`src/hdl/digit_pkg.sv`:
```
package digit_pkg;

    // ------------------------------
    // Widths and sizes

    localparam int nibble_w      = 4;
    localparam int depth         = 8;
    localparam int key_w         = 4;

    // Each digit stays lit for 2 ** scan_div_bits cycles
    localparam int scan_div_bits = 3;

    localparam int digit_idx_w   = $clog2(depth);
    localparam int scan_cnt_w    = digit_idx_w + scan_div_bits;

    // ------------------------------
    // Types

    typedef logic [nibble_w - 1:0] nibble_t;

    // One-hot, active high
    typedef logic [depth    - 1:0] digit_sel_t;

    // Segment a at bit 7 down to the dot at bit 0
    typedef logic [           7:0] segments_t;

    typedef logic [key_w    - 1:0] key_t;
    typedef logic [           3:0] table_index_t;

    typedef struct packed
    {
        logic    valid;
        nibble_t data;
    } nibble_stream_t;

    // ------------------------------
    // Fixed permutation of all 16 nibble values

    localparam nibble_t symbol_table [0:15] = '{
        4'h2, 4'h6, 4'hd, 4'hb, 4'h7, 4'he, 4'hc, 4'h4,
        4'h1, 4'h0, 4'h9, 4'ha, 4'hf, 4'h5, 4'h8, 4'h3
    };

endpackage

```
`src/hdl/key_push_detect.sv`:
```
module key_push_detect
(
    input  logic            clk,
    input  logic            arst_n,
    input  digit_pkg::key_t key,
    output logic            push
);

    digit_pkg::key_t key_meta;
    digit_pkg::key_t key_sync;

    logic any_key;
    logic any_key_q;

    // Any key down, after synchronization
    assign any_key = | key_sync;

    // ------------------------------
    // Two-flop synchronizer

    always_ff @(posedge clk or negedge arst_n)
    begin
        if (!arst_n)
        begin
            key_meta <= '0;
            key_sync <= '0;
        end
        else
        begin
            key_meta <= key;
            key_sync <= key_meta;
        end
    end

    // ------------------------------
    // Rising edge of the OR, one cycle wide

    always_ff @(posedge clk or negedge arst_n)
    begin
        if (!arst_n)
        begin
            any_key_q <= 1'b0;
            push      <= 1'b0;
        end
        else
        begin
            any_key_q <= any_key;
            push      <= any_key & ~any_key_q;  // held key gives one push only
        end
    end

endmodule

```
`src/hdl/symbol_source.sv`:
```
module symbol_source
(
    input  logic                      clk,
    input  logic                      arst_n,
    input  logic                      push,
    output digit_pkg::nibble_stream_t src
);

    digit_pkg::table_index_t index;

    logic               src_valid;
    digit_pkg::nibble_t src_data;

    // ------------------------------
    // Table index, advances once per push

    always_ff @(posedge clk or negedge arst_n)
    begin
        if (!arst_n)
        begin
            index <= '0;
        end
        else if (push)
        begin
            // Wraps after the last entry
            index <= index + 1'b1;
        end
    end

    // ------------------------------
    // Output item

    always_ff @(posedge clk or negedge arst_n)
    begin
        if (!arst_n)
        begin
            src_valid <= 1'b0;
        end
        else
        begin
            src_valid <= push;
        end
    end

    // Data only meaningful with src_valid
    always_ff @(posedge clk)
    begin
        if (push)
        begin
            src_data <= digit_pkg::symbol_table[index];
        end
    end

    assign src.valid = src_valid;
    assign src.data  = src_data;

endmodule

```
`src/hdl/shift_register_with_valid_and_debug.sv`:
```
module shift_register_with_valid_and_debug
(
    input  logic                                      clk,
    input  logic                                      arst_n,
    input  digit_pkg::nibble_stream_t                 src,
    output digit_pkg::nibble_stream_t                 shift_out,
    output logic [digit_pkg::depth - 1:0]             dbg_valid,
    output digit_pkg::nibble_t [digit_pkg::depth - 1:0] dbg_data
);

    // Stage 0 holds the newest entry
    logic [digit_pkg::depth - 1:0]               stage_valid;
    digit_pkg::nibble_t [digit_pkg::depth - 1:0] stage_data;

    logic               out_valid;
    digit_pkg::nibble_t out_data;

    // ------------------------------
    // Valid chain and shifted-out flag

    always_ff @(posedge clk or negedge arst_n)
    begin
        if (!arst_n)
        begin
            stage_valid <= '0;
            out_valid   <= 1'b0;
        end
        else if (src.valid)
        begin
            stage_valid <= { stage_valid[digit_pkg::depth - 2:0], 1'b1 };
            out_valid   <= stage_valid[digit_pkg::depth - 1];
        end
        else
        begin
            out_valid   <= 1'b0;
        end
    end

    // ------------------------------
    // Data chain

    always_ff @(posedge clk)
    begin
        if (src.valid)
        begin
            stage_data <= { stage_data[digit_pkg::depth - 2:0], src.data };
            out_data   <= stage_data[digit_pkg::depth - 1];
        end
    end

    assign shift_out.valid = out_valid;
    assign shift_out.data  = out_data;

    // Debug view of every stage
    assign dbg_valid = stage_valid;
    assign dbg_data  = stage_data;

endmodule

```
`src/hdl/seven_segment_display.sv`:
```
module seven_segment_display
(
    input  logic                                        clk,
    input  logic                                        arst_n,
    input  logic [digit_pkg::depth - 1:0]               entry_valid,
    input  digit_pkg::nibble_t [digit_pkg::depth - 1:0] entry_data,
    output digit_pkg::segments_t                        abcdefgh,
    output digit_pkg::digit_sel_t                       digit
);

    logic [digit_pkg::scan_cnt_w  - 1:0] scan_cnt;
    logic [digit_pkg::digit_idx_w - 1:0] digit_idx;

    logic                 sel_valid;
    digit_pkg::nibble_t   sel_data;
    digit_pkg::segments_t sel_segments;

    // ------------------------------
    // Hex shapes, abcdefgh order, dot off

    function automatic digit_pkg::segments_t hex_to_segments
    (
        input digit_pkg::nibble_t value
    );
        digit_pkg::segments_t seg;

        case (value)
            4'h0:    seg = 8'b1111_1100;
            4'h1:    seg = 8'b0110_0000;
            4'h2:    seg = 8'b1101_1010;
            4'h3:    seg = 8'b1111_0010;
            4'h4:    seg = 8'b0110_0110;
            4'h5:    seg = 8'b1011_0110;
            4'h6:    seg = 8'b1011_1110;
            4'h7:    seg = 8'b1110_0000;
            4'h8:    seg = 8'b1111_1110;
            4'h9:    seg = 8'b1111_0110;
            4'ha:    seg = 8'b1110_1110;
            4'hb:    seg = 8'b0011_1110;
            4'hc:    seg = 8'b1001_1100;
            4'hd:    seg = 8'b0111_1010;
            4'he:    seg = 8'b1001_1110;
            default: seg = 8'b1000_1110;  // f
        endcase

        return seg;
    endfunction

    // ------------------------------
    // Scan counter

    always_ff @(posedge clk or negedge arst_n)
    begin
        if (!arst_n)
        begin
            scan_cnt <= '0;
        end
        else
        begin
            scan_cnt <= scan_cnt + 1'b1;
        end
    end

    // Upper bits pick the digit
    assign digit_idx = scan_cnt[digit_pkg::scan_cnt_w - 1:digit_pkg::scan_div_bits];

    assign sel_valid = entry_valid[digit_idx];
    assign sel_data  = entry_data[digit_idx];

    // Empty stage stays dark
    always_comb
    begin
        if (sel_valid)
            sel_segments = hex_to_segments(sel_data);
        else
            sel_segments = '0;
    end

    // ------------------------------
    // Digit select and segments registered together

    always_ff @(posedge clk or negedge arst_n)
    begin
        if (!arst_n)
        begin
            digit    <= digit_pkg::digit_sel_t'(1);
            abcdefgh <= '0;
        end
        else
        begin
            digit    <= digit_pkg::digit_sel_t'(1) << digit_idx;
            abcdefgh <= sel_segments;
        end
    end

endmodule

```
`src/hdl/display_top.sv`:
```
module display_top
(
    input  logic                      clk,
    input  logic                      arst_n,
    input  digit_pkg::key_t           key,
    output digit_pkg::segments_t      abcdefgh,
    output digit_pkg::digit_sel_t     digit,
    output digit_pkg::nibble_stream_t out
);

    logic                      push;
    digit_pkg::nibble_stream_t src;

    logic [digit_pkg::depth - 1:0]               dbg_valid;
    digit_pkg::nibble_t [digit_pkg::depth - 1:0] dbg_data;

    logic [digit_pkg::depth - 1:0]               entry_valid;
    digit_pkg::nibble_t [digit_pkg::depth - 1:0] entry_data;

    // ------------------------------
    // Key to stream item

    key_push_detect u_key_push_detect
    (
        .clk    (clk),
        .arst_n (arst_n),
        .key    (key),
        .push   (push)
    );

    symbol_source u_symbol_source
    (
        .clk    (clk),
        .arst_n (arst_n),
        .push   (push),
        .src    (src)
    );

    // ------------------------------
    // Stage chain

    shift_register_with_valid_and_debug u_shift_register
    (
        .clk       (clk),
        .arst_n    (arst_n),
        .src       (src),
        .shift_out (out),
        .dbg_valid (dbg_valid),
        .dbg_data  (dbg_data)
    );

    // Newest entry goes to the rightmost digit
    for (genvar i = 0; i < digit_pkg::depth; i++)
    begin : gen_mirror
        assign entry_valid[i] = dbg_valid[digit_pkg::depth - 1 - i];
        assign entry_data[i]  = dbg_data[digit_pkg::depth - 1 - i];
    end

    // ------------------------------
    // Readout

    seven_segment_display u_display
    (
        .clk         (clk),
        .arst_n      (arst_n),
        .entry_valid (entry_valid),
        .entry_data  (entry_data),
        .abcdefgh    (abcdefgh),
        .digit       (digit)
    );

endmodule

```
`config.mk`:
```
export PLATFORM = sky130hd
export DESIGN_NAME = display_top
export DESIGN_NICKNAME = d
export VERILOG_FILES = /design/src/hdl/digit_pkg.sv /design/src/hdl/key_push_detect.sv /design/src/hdl/symbol_source.sv /design/src/hdl/shift_register_with_valid_and_debug.sv /design/src/hdl/seven_segment_display.sv /design/src/hdl/display_top.sv
export SDC_FILE = /design/constraint.sdc
export NUM_CORES = 1
export LEC_CHECK = 0
export BUFFER_PORTS_ARGS = -buffer_cell sky130_fd_sc_hd__clkbuf_2
export CAP_MARGIN = 25
export CORE_MARGIN = 4
export CORE_UTILIZATION = 29
export CTS_CLUSTER_SIZE = 10
export DETAILED_ROUTE_END_ITERATION = 7
export GPL_ROUTABILITY_DRIVEN = 0
export GPL_TIMING_DRIVEN = 0
export HOLD_SLACK_MARGIN = 0.06
export SETUP_SLACK_MARGIN = 0.05
export SYNTH_ARGS = -nofsm -noshare
export SYNTH_HDL_FRONTEND = slang
export SYNTH_SLANG_ARGS = --single-unit
```
`constraint.sdc`:
```
create_clock -name clk -period 2.5 [get_ports clk]
set_input_delay 0.125 -clock clk [delete_from_list [all_inputs] [get_ports clk]]
set_output_delay 0.125 -clock clk [all_outputs]
set_load 0.01 [all_outputs]
```
==> results of run 1 <==
==> state kept, by name, summed over array words and instances, names as in the netlist, 4 cells and up <==
name                        cells
u_display.digit                 8
u_symbol_source.src_data        4
u_shift_register.dbg_data      32
u_display.scan_cnt              6
u_key_push_detect.key_meta      4
u_key_push_detect.key_sync      4
u_shift_register.out_data       4
u_display.abcdefgh              7
u_symbol_source.index           4
u_shift_register.dbg_valid      8
==> worst paths after layout <==
check	from	endpoint	depth (start not counted)
setup / recovery	u_display.scan_cnt[4]	u_display.abcdefgh[7]	9
hold / removal	arst_n	u_display.digit[4]	2
setup reg to reg	u_display.scan_cnt[4]	u_display.abcdefgh[7]	9
hold reg to reg	u_key_push_detect.key_meta[2]	u_key_push_detect.key_sync[2]	0
max in group asynchronous	arst_n	u_key_push_detect.key_meta[3]	3
min in group clk	u_key_push_detect.key_meta[2]	u_key_push_detect.key_sync[2]	0
==> synth_stat cells, drive strengths merged (5+ instances only) <==
| library cell | count | share of area |
|---|---|---|
| xnor2 | 5 | 0.013 |
| ha | 11 | 0.040 |
| inv | 12 | 0.013 |
| mux2i | 14 | 0.048 |
| mux4 | 8 | 0.054 |
| edfxtp | 40 | 0.35 |
| mux2 | 7 | 0.023 |
| nor2 | 11 | 0.012 |
| buf | 8 | 0.020 |
| dfrtp | 44 | 0.32 |
| nand2 | 5 | 0.0054 |
==> cells by family after synthesis <==
family	synth area share
compound gates	0.0490
other cells	0.00109
simple gates	0.0541
fa+ha+maj	0.0400
xor+xnor	0.0178
buf+inv	0.0367
flops	0.676
mux	0.125
==> area by class of cell <==
cell class	count	area (µm²)	share of cell area
inverter	12	45.0	0.0108
clock buffer	9	225	0.0542
sequential	85	2330	0.561
clock inverter	7	51.3	0.0123
buffer	11	91.3	0.0220
multi-input combinational	104	996	0.240
timing repair buffer	34	238	0.0572
tap	143	179	0.0431
==> power by group through the flow <==
stage          sequential (mW)  combinational (mW)  clock [mW]
4_1_cts                   1.64               0.358        1.25
2_1_floorplan             1.66               0.255           0
6_report                  1.63               0.350        1.20
5_1_grt                   1.65               0.412        1.30
3_5_place_dp              1.66               0.351           0
3_3_place_gp              1.66               0.328           0
==> repair_timing <==
item                                    4_1_cts  5_1_grt
buffers inserted                              1        1
hold buffers                                  5        0
resized for setup                             1        3
endpoints found under the setup margin        3        4
endpoints found under the hold margin        49        0
==> routing by layer <==
metal  up-vias  track usage
li1        859            -
met1       877        0.105
met2        33        0.144
met3        10       0.0308
met4         0       0.0428
met5         -            0
==> worst max-delay path, stage by stage (launching register included) <==
cell and delay [ps]:
dfrtp_1 370, buf_6 130, buf_8 140, buf_6 150, mux4_2 320, mux2i_4 210
inv_1 90, ha_1 270, or3_1 390, a21oi_1 150
==> metrics.txt, run 1 <==
row count=39; relative slew slack=0.452; Reg2Reg Setup Slack=180 ps; Post-Layout Cell Count=405; Initial Util=0.299; final core occ=0.361; most common cell after layout, fill and taps aside=dfrtp_1; M1 wire length=2320 µm; Inst Count DP=around 380; final hold slack=196 ps; initial antenna violation count=0; DRT Pass-1 Iters=6; total CTS buffers=9; crit path DAT=2570 ps; top-level port count=27; clk_skew=~6.9 ps; # diodes=0; RSZ-0062 raised after global routing=false; met2 WL=about 2600 µm; die width=117 µm; area post-placement=3800 µm²; Synth cell types=46; Synth Instances=212; DP HPWL=3710 µm; Mapped Nets=229; Clock Power Share=0.378; metal3 WL=about 220 µm; P_sw=~0.76 mW; Vias/cell=4.39; PnR Total Power=3.19 mW; final wirelength=between 5000 and 6000 µm; clock latency on the worst-skew pair=330 ps; number of fillers in the final layout=1,088; CTS tree=yes; GR Overflow Total=0; CTS H-Tree Depth=3; Final Worst Setup Slack=180 ps; Max Cap Viol=0; net switching fraction of the power=0.240; DIE AREA=~14,000 µm²; post-synthesis register bit count=85; DIE HEIGHT=117 µm; max frequency=0.431 GHz; critical-path maximum fanout=10; Final min period=2320 ps; top_reg_cell synth=dfrtp_1; Least-Margin Pin Slew=821 ps; Post-synth ARST share=0.529; Mapped Area=3440 µm²; Routed Antenna Nets=0; final instance area=slightly above 4000 µm²; kind of critical path=reg2reg; crit share post-route=0.928; Max Root-Sink Buffers=2; Setup WS pre-CTS=-104 ps; Nets=274; Setup crit end kind=register; commonest non-fill, non-tap cells in the layout=44 x dfrtp_1, 40 x edfxtp_1, 25 x clkbuf_2, 12 x mux2i_1; DR iter-0 viols=90; Core Area=approximately 12,000 µm²; combinational power share=0.110; via count=1,779; sequential cell area fraction in the yosys report=0.676; status=completed; TNS Setup=0 ps; clock root cell=clkbuf_16; Syn-to-layout area delta=20.6%; critical path launch point type=register; DRC Markers=0; worst min path class=in2async; Peak supply drop=roughly 0.30 mV; Highest Signal Layer=met4; CTS sink cnt=85; Internal=2.42 mW; DR WL/cell=13.1 µm; first-pass GRT wire length=9170 µm; number of flops mapped to enable cells by yosys=40; Port Buf Inserts=25; sequential group share of total power=0.513; number of global-route vias before repair=approximately 1,900; Post-Syn Area per Cell=16.2 µm²; synth warn=0; Crit path required time=2750 ps; Pwr Density=between 700 and 800 nW/µm²; Slew Limit Fails=0; Total Routing Usage GR=0.0886; Final Hold Viols=0; layout cells sized above 1=0.309; pin count of the biggest net entering global routing=36; static leakage=1.70 nW; Final setup viols=0; Worst-path clk slew=60 ps
No activity file was read; power rests on OpenSTA's default activity.
==> inputs of run 2 (changes only) <==
--- a/config.mk
+++ b/config.mk
@@ -7,7 +7,7 @@
 export LEC_CHECK = 0
 export BUFFER_PORTS_ARGS = -buffer_cell sky130_fd_sc_hd__clkbuf_2
 export CAP_MARGIN = 25
-export CORE_MARGIN = 4
+export CORE_MARGIN = 2
 export CORE_UTILIZATION = 29
 export CTS_CLUSTER_SIZE = 10
 export DETAILED_ROUTE_END_ITERATION = 7
==> run 2 against run 1 <==
The run now ends with design-rule violations left. Cell area up 0.96%. Hold slack better by 1.4 ps. Wire length down 1.4%. Flip-flop and latch count unchanged. Maximum frequency up 0.50%. Clock-buffer cell count up 2. Register-to-register slack about the same. Core utilization up 0.35 points.
==> metrics.txt, run 2 (same netlist as run 1, synthesis figures left out) <==
commonest non-fill, non-tap cells in the layout=44 x dfrtp_1, 40 x edfxtp_1, 25 x clkbuf_2, 12 x mux2i_1, 11 x nor2_1 (was 44 x dfrtp_1, 40 x edfxtp_1, 25 x clkbuf_2, 12 x mux2i_1); DIE AREA=12,800 µm² (was 13,700 µm²); clock root cell=clkbuf_16 (unchanged); static leakage=1.73 nW (was 1.70 nW); Final min period=2310 ps (was 2320 ps); CTS sink cnt=85 (unchanged); Peak supply drop=0.312 mV (was 0.299 mV); Setup crit end kind=register (unchanged); die width=113 µm (was 117 µm); DR iter-0 viols=76 (was 90); layout cells sized above 1=0.304 (was 0.309); top-level port count=27 (unchanged); most common cell after layout, fill and taps aside=dfrtp_1 (unchanged); Crit path required time=2750 ps (about the same); pin count of the biggest net entering global routing=36 (unchanged); Initial Util=0.299 (unchanged); DRC Markers=5 (was 0); number of global-route vias before repair=1,847 (was 1,900); first-pass GRT wire length=8940 µm (was 9170 µm); Nets=275 (was 274); crit path DAT=2560 ps (was 2570 ps); Vias/cell=4.38 (was 4.39); Final setup viols=0 (unchanged); crit path launch=u_display.scan_cnt[4] (unchanged); Core Area=11,500 µm² (unchanged); Worst-path clk slew=70 ps (was 60 ps); kind of critical path=reg2reg (unchanged); Routed Antenna Nets=0 (unchanged); Syn-to-layout area delta=21.8% (was 20.6%); status=finished with violations (was completed); relative slew slack=0.416 (was 0.452); initial antenna violation count=0 (unchanged); Max Cap Viol=0 (unchanged); DR WL/cell=12.9 µm (was 13.1 µm); Final Hold Viols=0 (unchanged); reg2reg start=u_display.scan_cnt[4] (unchanged); Slew Limit Fails=0 (unchanged); final wirelength=5230 µm (was 5300 µm); worst min path class=in2async (unchanged); violations in the final reports=design-rule violations; DP HPWL=3560 µm (was 3710 µm); Total Routing Usage GR=0.0911 (was 0.0886); DIE HEIGHT=113 µm (was 117 µm); DRT Pass-1 Iters=6 (unchanged); clk_skew=9.60 ps (was 6.87 ps); critical-path maximum fanout=10 (unchanged); crit share post-route=0.924 (was 0.928); Max Root-Sink Buffers=2 (unchanged); area post-placement=3800 µm² (unchanged); final instance area=4190 µm² (was 4150 µm²); RSZ-0062 raised after global routing=false (unchanged); critical path launch point type=register (unchanged); # diodes=0 (unchanged); Setup WS pre-CTS=-130 ps (was -104 ps); CTS H-Tree Depth=3 (unchanged); Port Buf Inserts=25 (unchanged); clock latency on the worst-skew pair=330 ps (about the same); total CTS buffers=9 (unchanged); max reg flops=32 (unchanged); CTS tree=yes (unchanged); Pwr Density=805 nW/µm² (was 768 nW/µm²); max frequency=0.433 GHz (was 0.431 GHz); Least-Margin Pin Slew=877 ps (was 821 ps); via count=1,777 (was 1,779); row count=39 (unchanged); GR Overflow Total=0 (unchanged); Final Worst Setup Slack=191 ps (was 180 ps); PnR Total Power=3.38 mW (was 3.19 mW)
## run 2: final timing paths
kind                                                 endpoint  slack (ps)  depth (start not counted)
worst max-delay path                    u_display.abcdefgh[7]         190                          9
worst min-delay path                       u_display.digit[4]         200                          2
worst max register to register          u_display.abcdefgh[7]         190                          9
worst min register to register  u_key_push_detect.key_sync[0]         350                          0
max in group asynchronous              u_key_push_detect.push        1820                          3
min in group clk                u_key_push_detect.key_sync[0]         350                          0
## run 2: where the power goes
part | total [mW] | internal, mW | switching, mW
registers | 1.64 | 1.57 | 0.0626
clock network | 1.39 | 0.879 | 0.510
logic | 0.352 | 0.178 | 0.174
## run 2: what timing repair did
item / 4_1_cts / 5_1_grt
setup buffers: 1 / 2
pin swaps: 0 / 0
hold endpoints to repair: 49 / 0
hold buffers: 5 / 0
endpoints found under the setup margin: 3 / 3
gates resized for setup: 2 / 1
gates cloned: 0 / 0
## run 2: stage by stage
step / hold WS, ps / utilization / setup TNS [ps] / instances
4_1_cts: 205 / 0.363 / 0 / 404
5_1_grt: 234 / 0.364 / 0 / 406
3_5_place_dp: 23.0 / 0.330 / -130 / 382
6_report: 198 / 0.364 / 0 / 406
3_3_place_gp: 233 / 0.326 / -82.0 / 380
2_1_floorplan: -171 / - / 0 / 212
## run 2: worst max-delay path: stages, from the launching register on
cell     delay (ps)
dfrtp_1         370
buf_6           130
buf_8           140
buf_4           180
mux4_2          330
mux2i_4         200
inv_1           100
ha_2            230
or3_1           380
a21oi_1         160
## run 2: per-layer routing
metal / global-route usage / up-vias / wire, µm
met5: 0 / - / 0
met4: 0.0390 / 0 / 90
met3: 0.0354 / 10 / 272
met2: 0.151 / 36 / 2620
met1: 0.106 / 881 / 2250
li1: - / 850 / -
## run 2: area by class of cell
class	instances	area [µm²]
inverters	12	45.0
clock inverters	5	83.8
well taps	143	179
multi-input cells	104	992
fillers	1087	7320
plain buffers	11	87.6
flip-flops and latches	85	2330
clock buffers	11	233
repair buffers	35	245
==> inputs of run 3 (changes only) <==
--- a/config.mk
+++ b/config.mk
@@ -17,4 +17,5 @@
 export SETUP_SLACK_MARGIN = 0.05
 export SYNTH_ARGS = -nofsm -noshare
 export SYNTH_HDL_FRONTEND = slang
+export SYNTH_HIERARCHICAL = 1
 export SYNTH_SLANG_ARGS = --single-unit
==> run 3 against run 2 <==
Largest power group unchanged. The run now ends clean. Via count increased by 4.6%. Flip-flop and latch count unchanged. Non-clock buffer count unchanged. Die area increased by 1.2%.
==> metrics.txt, run 3 <==
Final Hold Viols=0 (unchanged); final instance area=4200 µm² (was 4190 µm²); commonest non-fill, non-tap cells in the layout=44 x dfrtp_1, 40 x edfxtp_1, 25 x clkbuf_2, 12 x mux2i_1, 11 x nor2_1 (unchanged); number of flops mapped to enable cells by yosys=40 (unchanged); top-level port count=27 (unchanged); Synth cell types=51 (was 46); Synth area leader=edfxtp_1 (unchanged); GR Overflow Total=0 (unchanged); first-pass GRT wire length=9560 µm (was 8940 µm); DRT Pass-1 Iters=4 (was 6); Slew Limit Fails=0 (unchanged); Post-Syn Area per Cell=15.4 µm² (was 16.2 µm²); Inst Count DP=400 (was 382); Post-Layout Cell Count=423 (was 406); Vias/cell=4.39 (was 4.38); Max Cap Viol=0 (unchanged); sequential cell area fraction in the yosys report=0.668 (was 0.676); DR iter-0 viols=143 (was 76); final wirelength=5620 µm (was 5230 µm); FF+latch area=2330 µm² (unchanged); clock latency on the worst-skew pair=330 ps (about the same); total CTS buffers=9 (unchanged); critical-path maximum fanout=10 (unchanged); Port Buf Inserts=25 (unchanged); worst min path class=in2async (unchanged); Core Area=11,900 µm² (was 11,500 µm²); number of fillers in the final layout=1,128 (was 1,087); post-synthesis register bit count=85 (unchanged); Crit path required time=2760 ps (was 2750 ps); Setup WS pre-CTS=-394 ps (was -130 ps); area post-placement=3820 µm² (was 3800 µm²); DRC Markers=0 (was 5); critical path launch point type=register (unchanged); Worst-path clk slew=60 ps (was 70 ps); kind of critical path=reg2reg (unchanged); Post-synth ARST share=0.529 (unchanged); Mapped Nets=243 (was 229); DIE AREA=12,900 µm² (was 12,800 µm²); Synth Instances=227 (was 212); DP HPWL=3720 µm (was 3560 µm); Final min period=2350 ps (was 2310 ps); synth warn=6 (was 0); Mapped Area=3490 µm² (was 3440 µm²); CP dominant cell by count=inv_1; DR WL/cell=13.3 µm (was 12.9 µm); layout cells sized above 1=0.297 (was 0.304); crit share post-route=0.940 (was 0.924); CTS H-Tree Depth=3 (unchanged); Setup crit end kind=register (unchanged); static leakage=1.78 nW (was 1.73 nW); clock root cell=clkbuf_16 (unchanged); Total Routing Usage GR=0.0960 (was 0.0911); final core occ=0.354 (was 0.364); area of the multi-input gates=1020 µm² (was 992 µm²); CP delay by family, top=compound AO/OA/AOI/OAI gates (was buffers and inverters); Synth top area share=0.344 (was 0.349); DIE HEIGHT=114 µm (was 113 µm); Max Root-Sink Buffers=2 (unchanged); CP max stage cell=or3_1 (unchanged); CP Cell Sequence=buf_6 > buf_12 > inv_1 > o32ai_1 > a221o_2 > inv_1 > ha_1 > or3_1 > o221a_1 > nor2_1 (was buf_6 > buf_8 > buf_4 > mux4_2 > mux2i_4 > inv_1 > ha_2 > or3_1 > a21oi_1); clk_skew=4.27 ps (was 9.60 ps); Pwr Density=791 nW/µm² (was 805 nW/µm²); Final setup viols=0 (unchanged); die width=114 µm (was 113 µm); worst path bufs/invs=4 (unchanged); Final Worst Setup Slack=149 ps (was 191 ps); # diodes=0 (unchanged); final hold slack=216 ps (was 198 ps); Post-synth top cells=44 x dfrtp_1, 40 x edfxtp_1, 13 x mux2i_1 (was 44 x dfrtp_1, 40 x edfxtp_1, 12 x mux2i_1); Syn-to-layout area delta=20.4% (was 21.8%); max frequency=0.425 GHz (was 0.433 GHz); top-count cell post-synth=dfrtp_1 (unchanged); Slowest Stage Delay on Critical Path=380 ps (about the same); number of global-route vias before repair=1,947 (was 1,847); initial antenna violation count=0 (unchanged); top_reg_cell synth=dfrtp_1 (unchanged); CTS sink cnt=85 (unchanged); most common cell after layout, fill and taps aside=dfrtp_1 (unchanged); crit path DAT=2610 ps (was 2560 ps); largest cells by area after synthesis=edfxtp_1 34%, dfrtp_1 32%, mux2i_1 3.7%, ha_1 3.6%, mux2_4 3.0% (was edfxtp_1 35%, dfrtp_1 32%, ha_1 4.0%, mux4_2 3.9%, mux2i_1 3.5%); Initial Util=0.294 (was 0.299); RSZ-0062 raised after global routing=false (unchanged); max reg flops=32 (unchanged); Nets=287 (was 275); status=completed (was finished with violations); pin count of the biggest net entering global routing=38 (was 36); Reg2Reg Setup Slack=150 ps (was 190 ps); CTS tree=yes (unchanged); row count=40 (was 39); Peak supply drop=0.338 mV (was 0.312 mV); Routed Antenna Nets=0 (unchanged); via count=1,858 (was 1,777)
## run 3: changes by cell type after synthesis, sizes merged, moves of 2 or more
cell	delta
a21oi	-2
a221o	+2
buf	+4
clkbuf	-2
mux2	+3
mux4	-4
nand2	+6
nand2b	+2
o22ai	+2
## run 3: final cells by class
| type | instances | share of cell area |
|---|---|---|
| flip-flops and latches | 85 | 0.555 |
| multi-input cells | 118 | 0.243 |
| clock buffers | 9 | 0.0536 |
| repair buffers | 33 | 0.0501 |
| well taps | 147 | 0.0438 |
| plain buffers | 13 | 0.0277 |
| clock inverters | 7 | 0.0173 |
| inverters | 11 | 0.00983 |
## run 3: repair_timing
action / CTS / global route
endpoints found under the setup margin: 7 / 1
hold buffers: 5 / 0
setup buffers: 2 / 0
hold endpoints to repair: 48 / 0
resized for setup: 5 / 1
## run 3: where the power goes
part	internal [mW]	total (mW)	leakage (nW)	switching [mW]
clock	0.775	1.31	0.140	0.533
combinational	0.207	0.363	0.738	0.156
sequential	1.57	1.65	0.903	0.0753
total	2.56	3.32	1.78	0.764
## run 3: stage by stage
stage	setup TNS, ps	total power, mW
floorplan	0	1.93
global placement	-1140	2.01
detailed placement	-1120	2.04
CTS	0	3.36
global route	0	3.48
finish	0	3.32
## run 3: cells by family (layout without fill, tap and decap cells)
family          count (synthesis)  in the layout  share of synthesized area
flops                          85             85                      0.668
simple gates                   49             49                     0.0768
mux                            27             27                      0.104
buf+inv                        24             73                     0.0434
compound gates                 23             23                     0.0510
fa+ha+maj                      10             10                     0.0359
xor+xnor                        8              8                     0.0201
other cells                     1              1                    0.00108
## run 3: routing by layer
layer  up-vias  wire (µm)  track usage
met4         0         38       0.0220
li1        900          -            -
met5         -          0            0
met2        36       2720        0.156
met1       916       2630        0.119
met3         6        228       0.0414
## run 3: final timing paths
check	start	end	depth (start not counted)
worst max register to register	u_display/scan_cnt[4]	u_display/abcdefgh[7]	10
max in group asynchronous	arst_n	u_display/digit[0]	3
worst min register to register	u_key_push_detect/key_meta[1]	u_key_push_detect/key_sync[1]	0
min in group clk	u_key_push_detect/key_meta[1]	u_key_push_detect/key_sync[1]	0
worst max-delay path	u_display/scan_cnt[4]	u_display/abcdefgh[7]	10
worst min-delay path	arst_n	u_key_push_detect/key_meta[3]	2
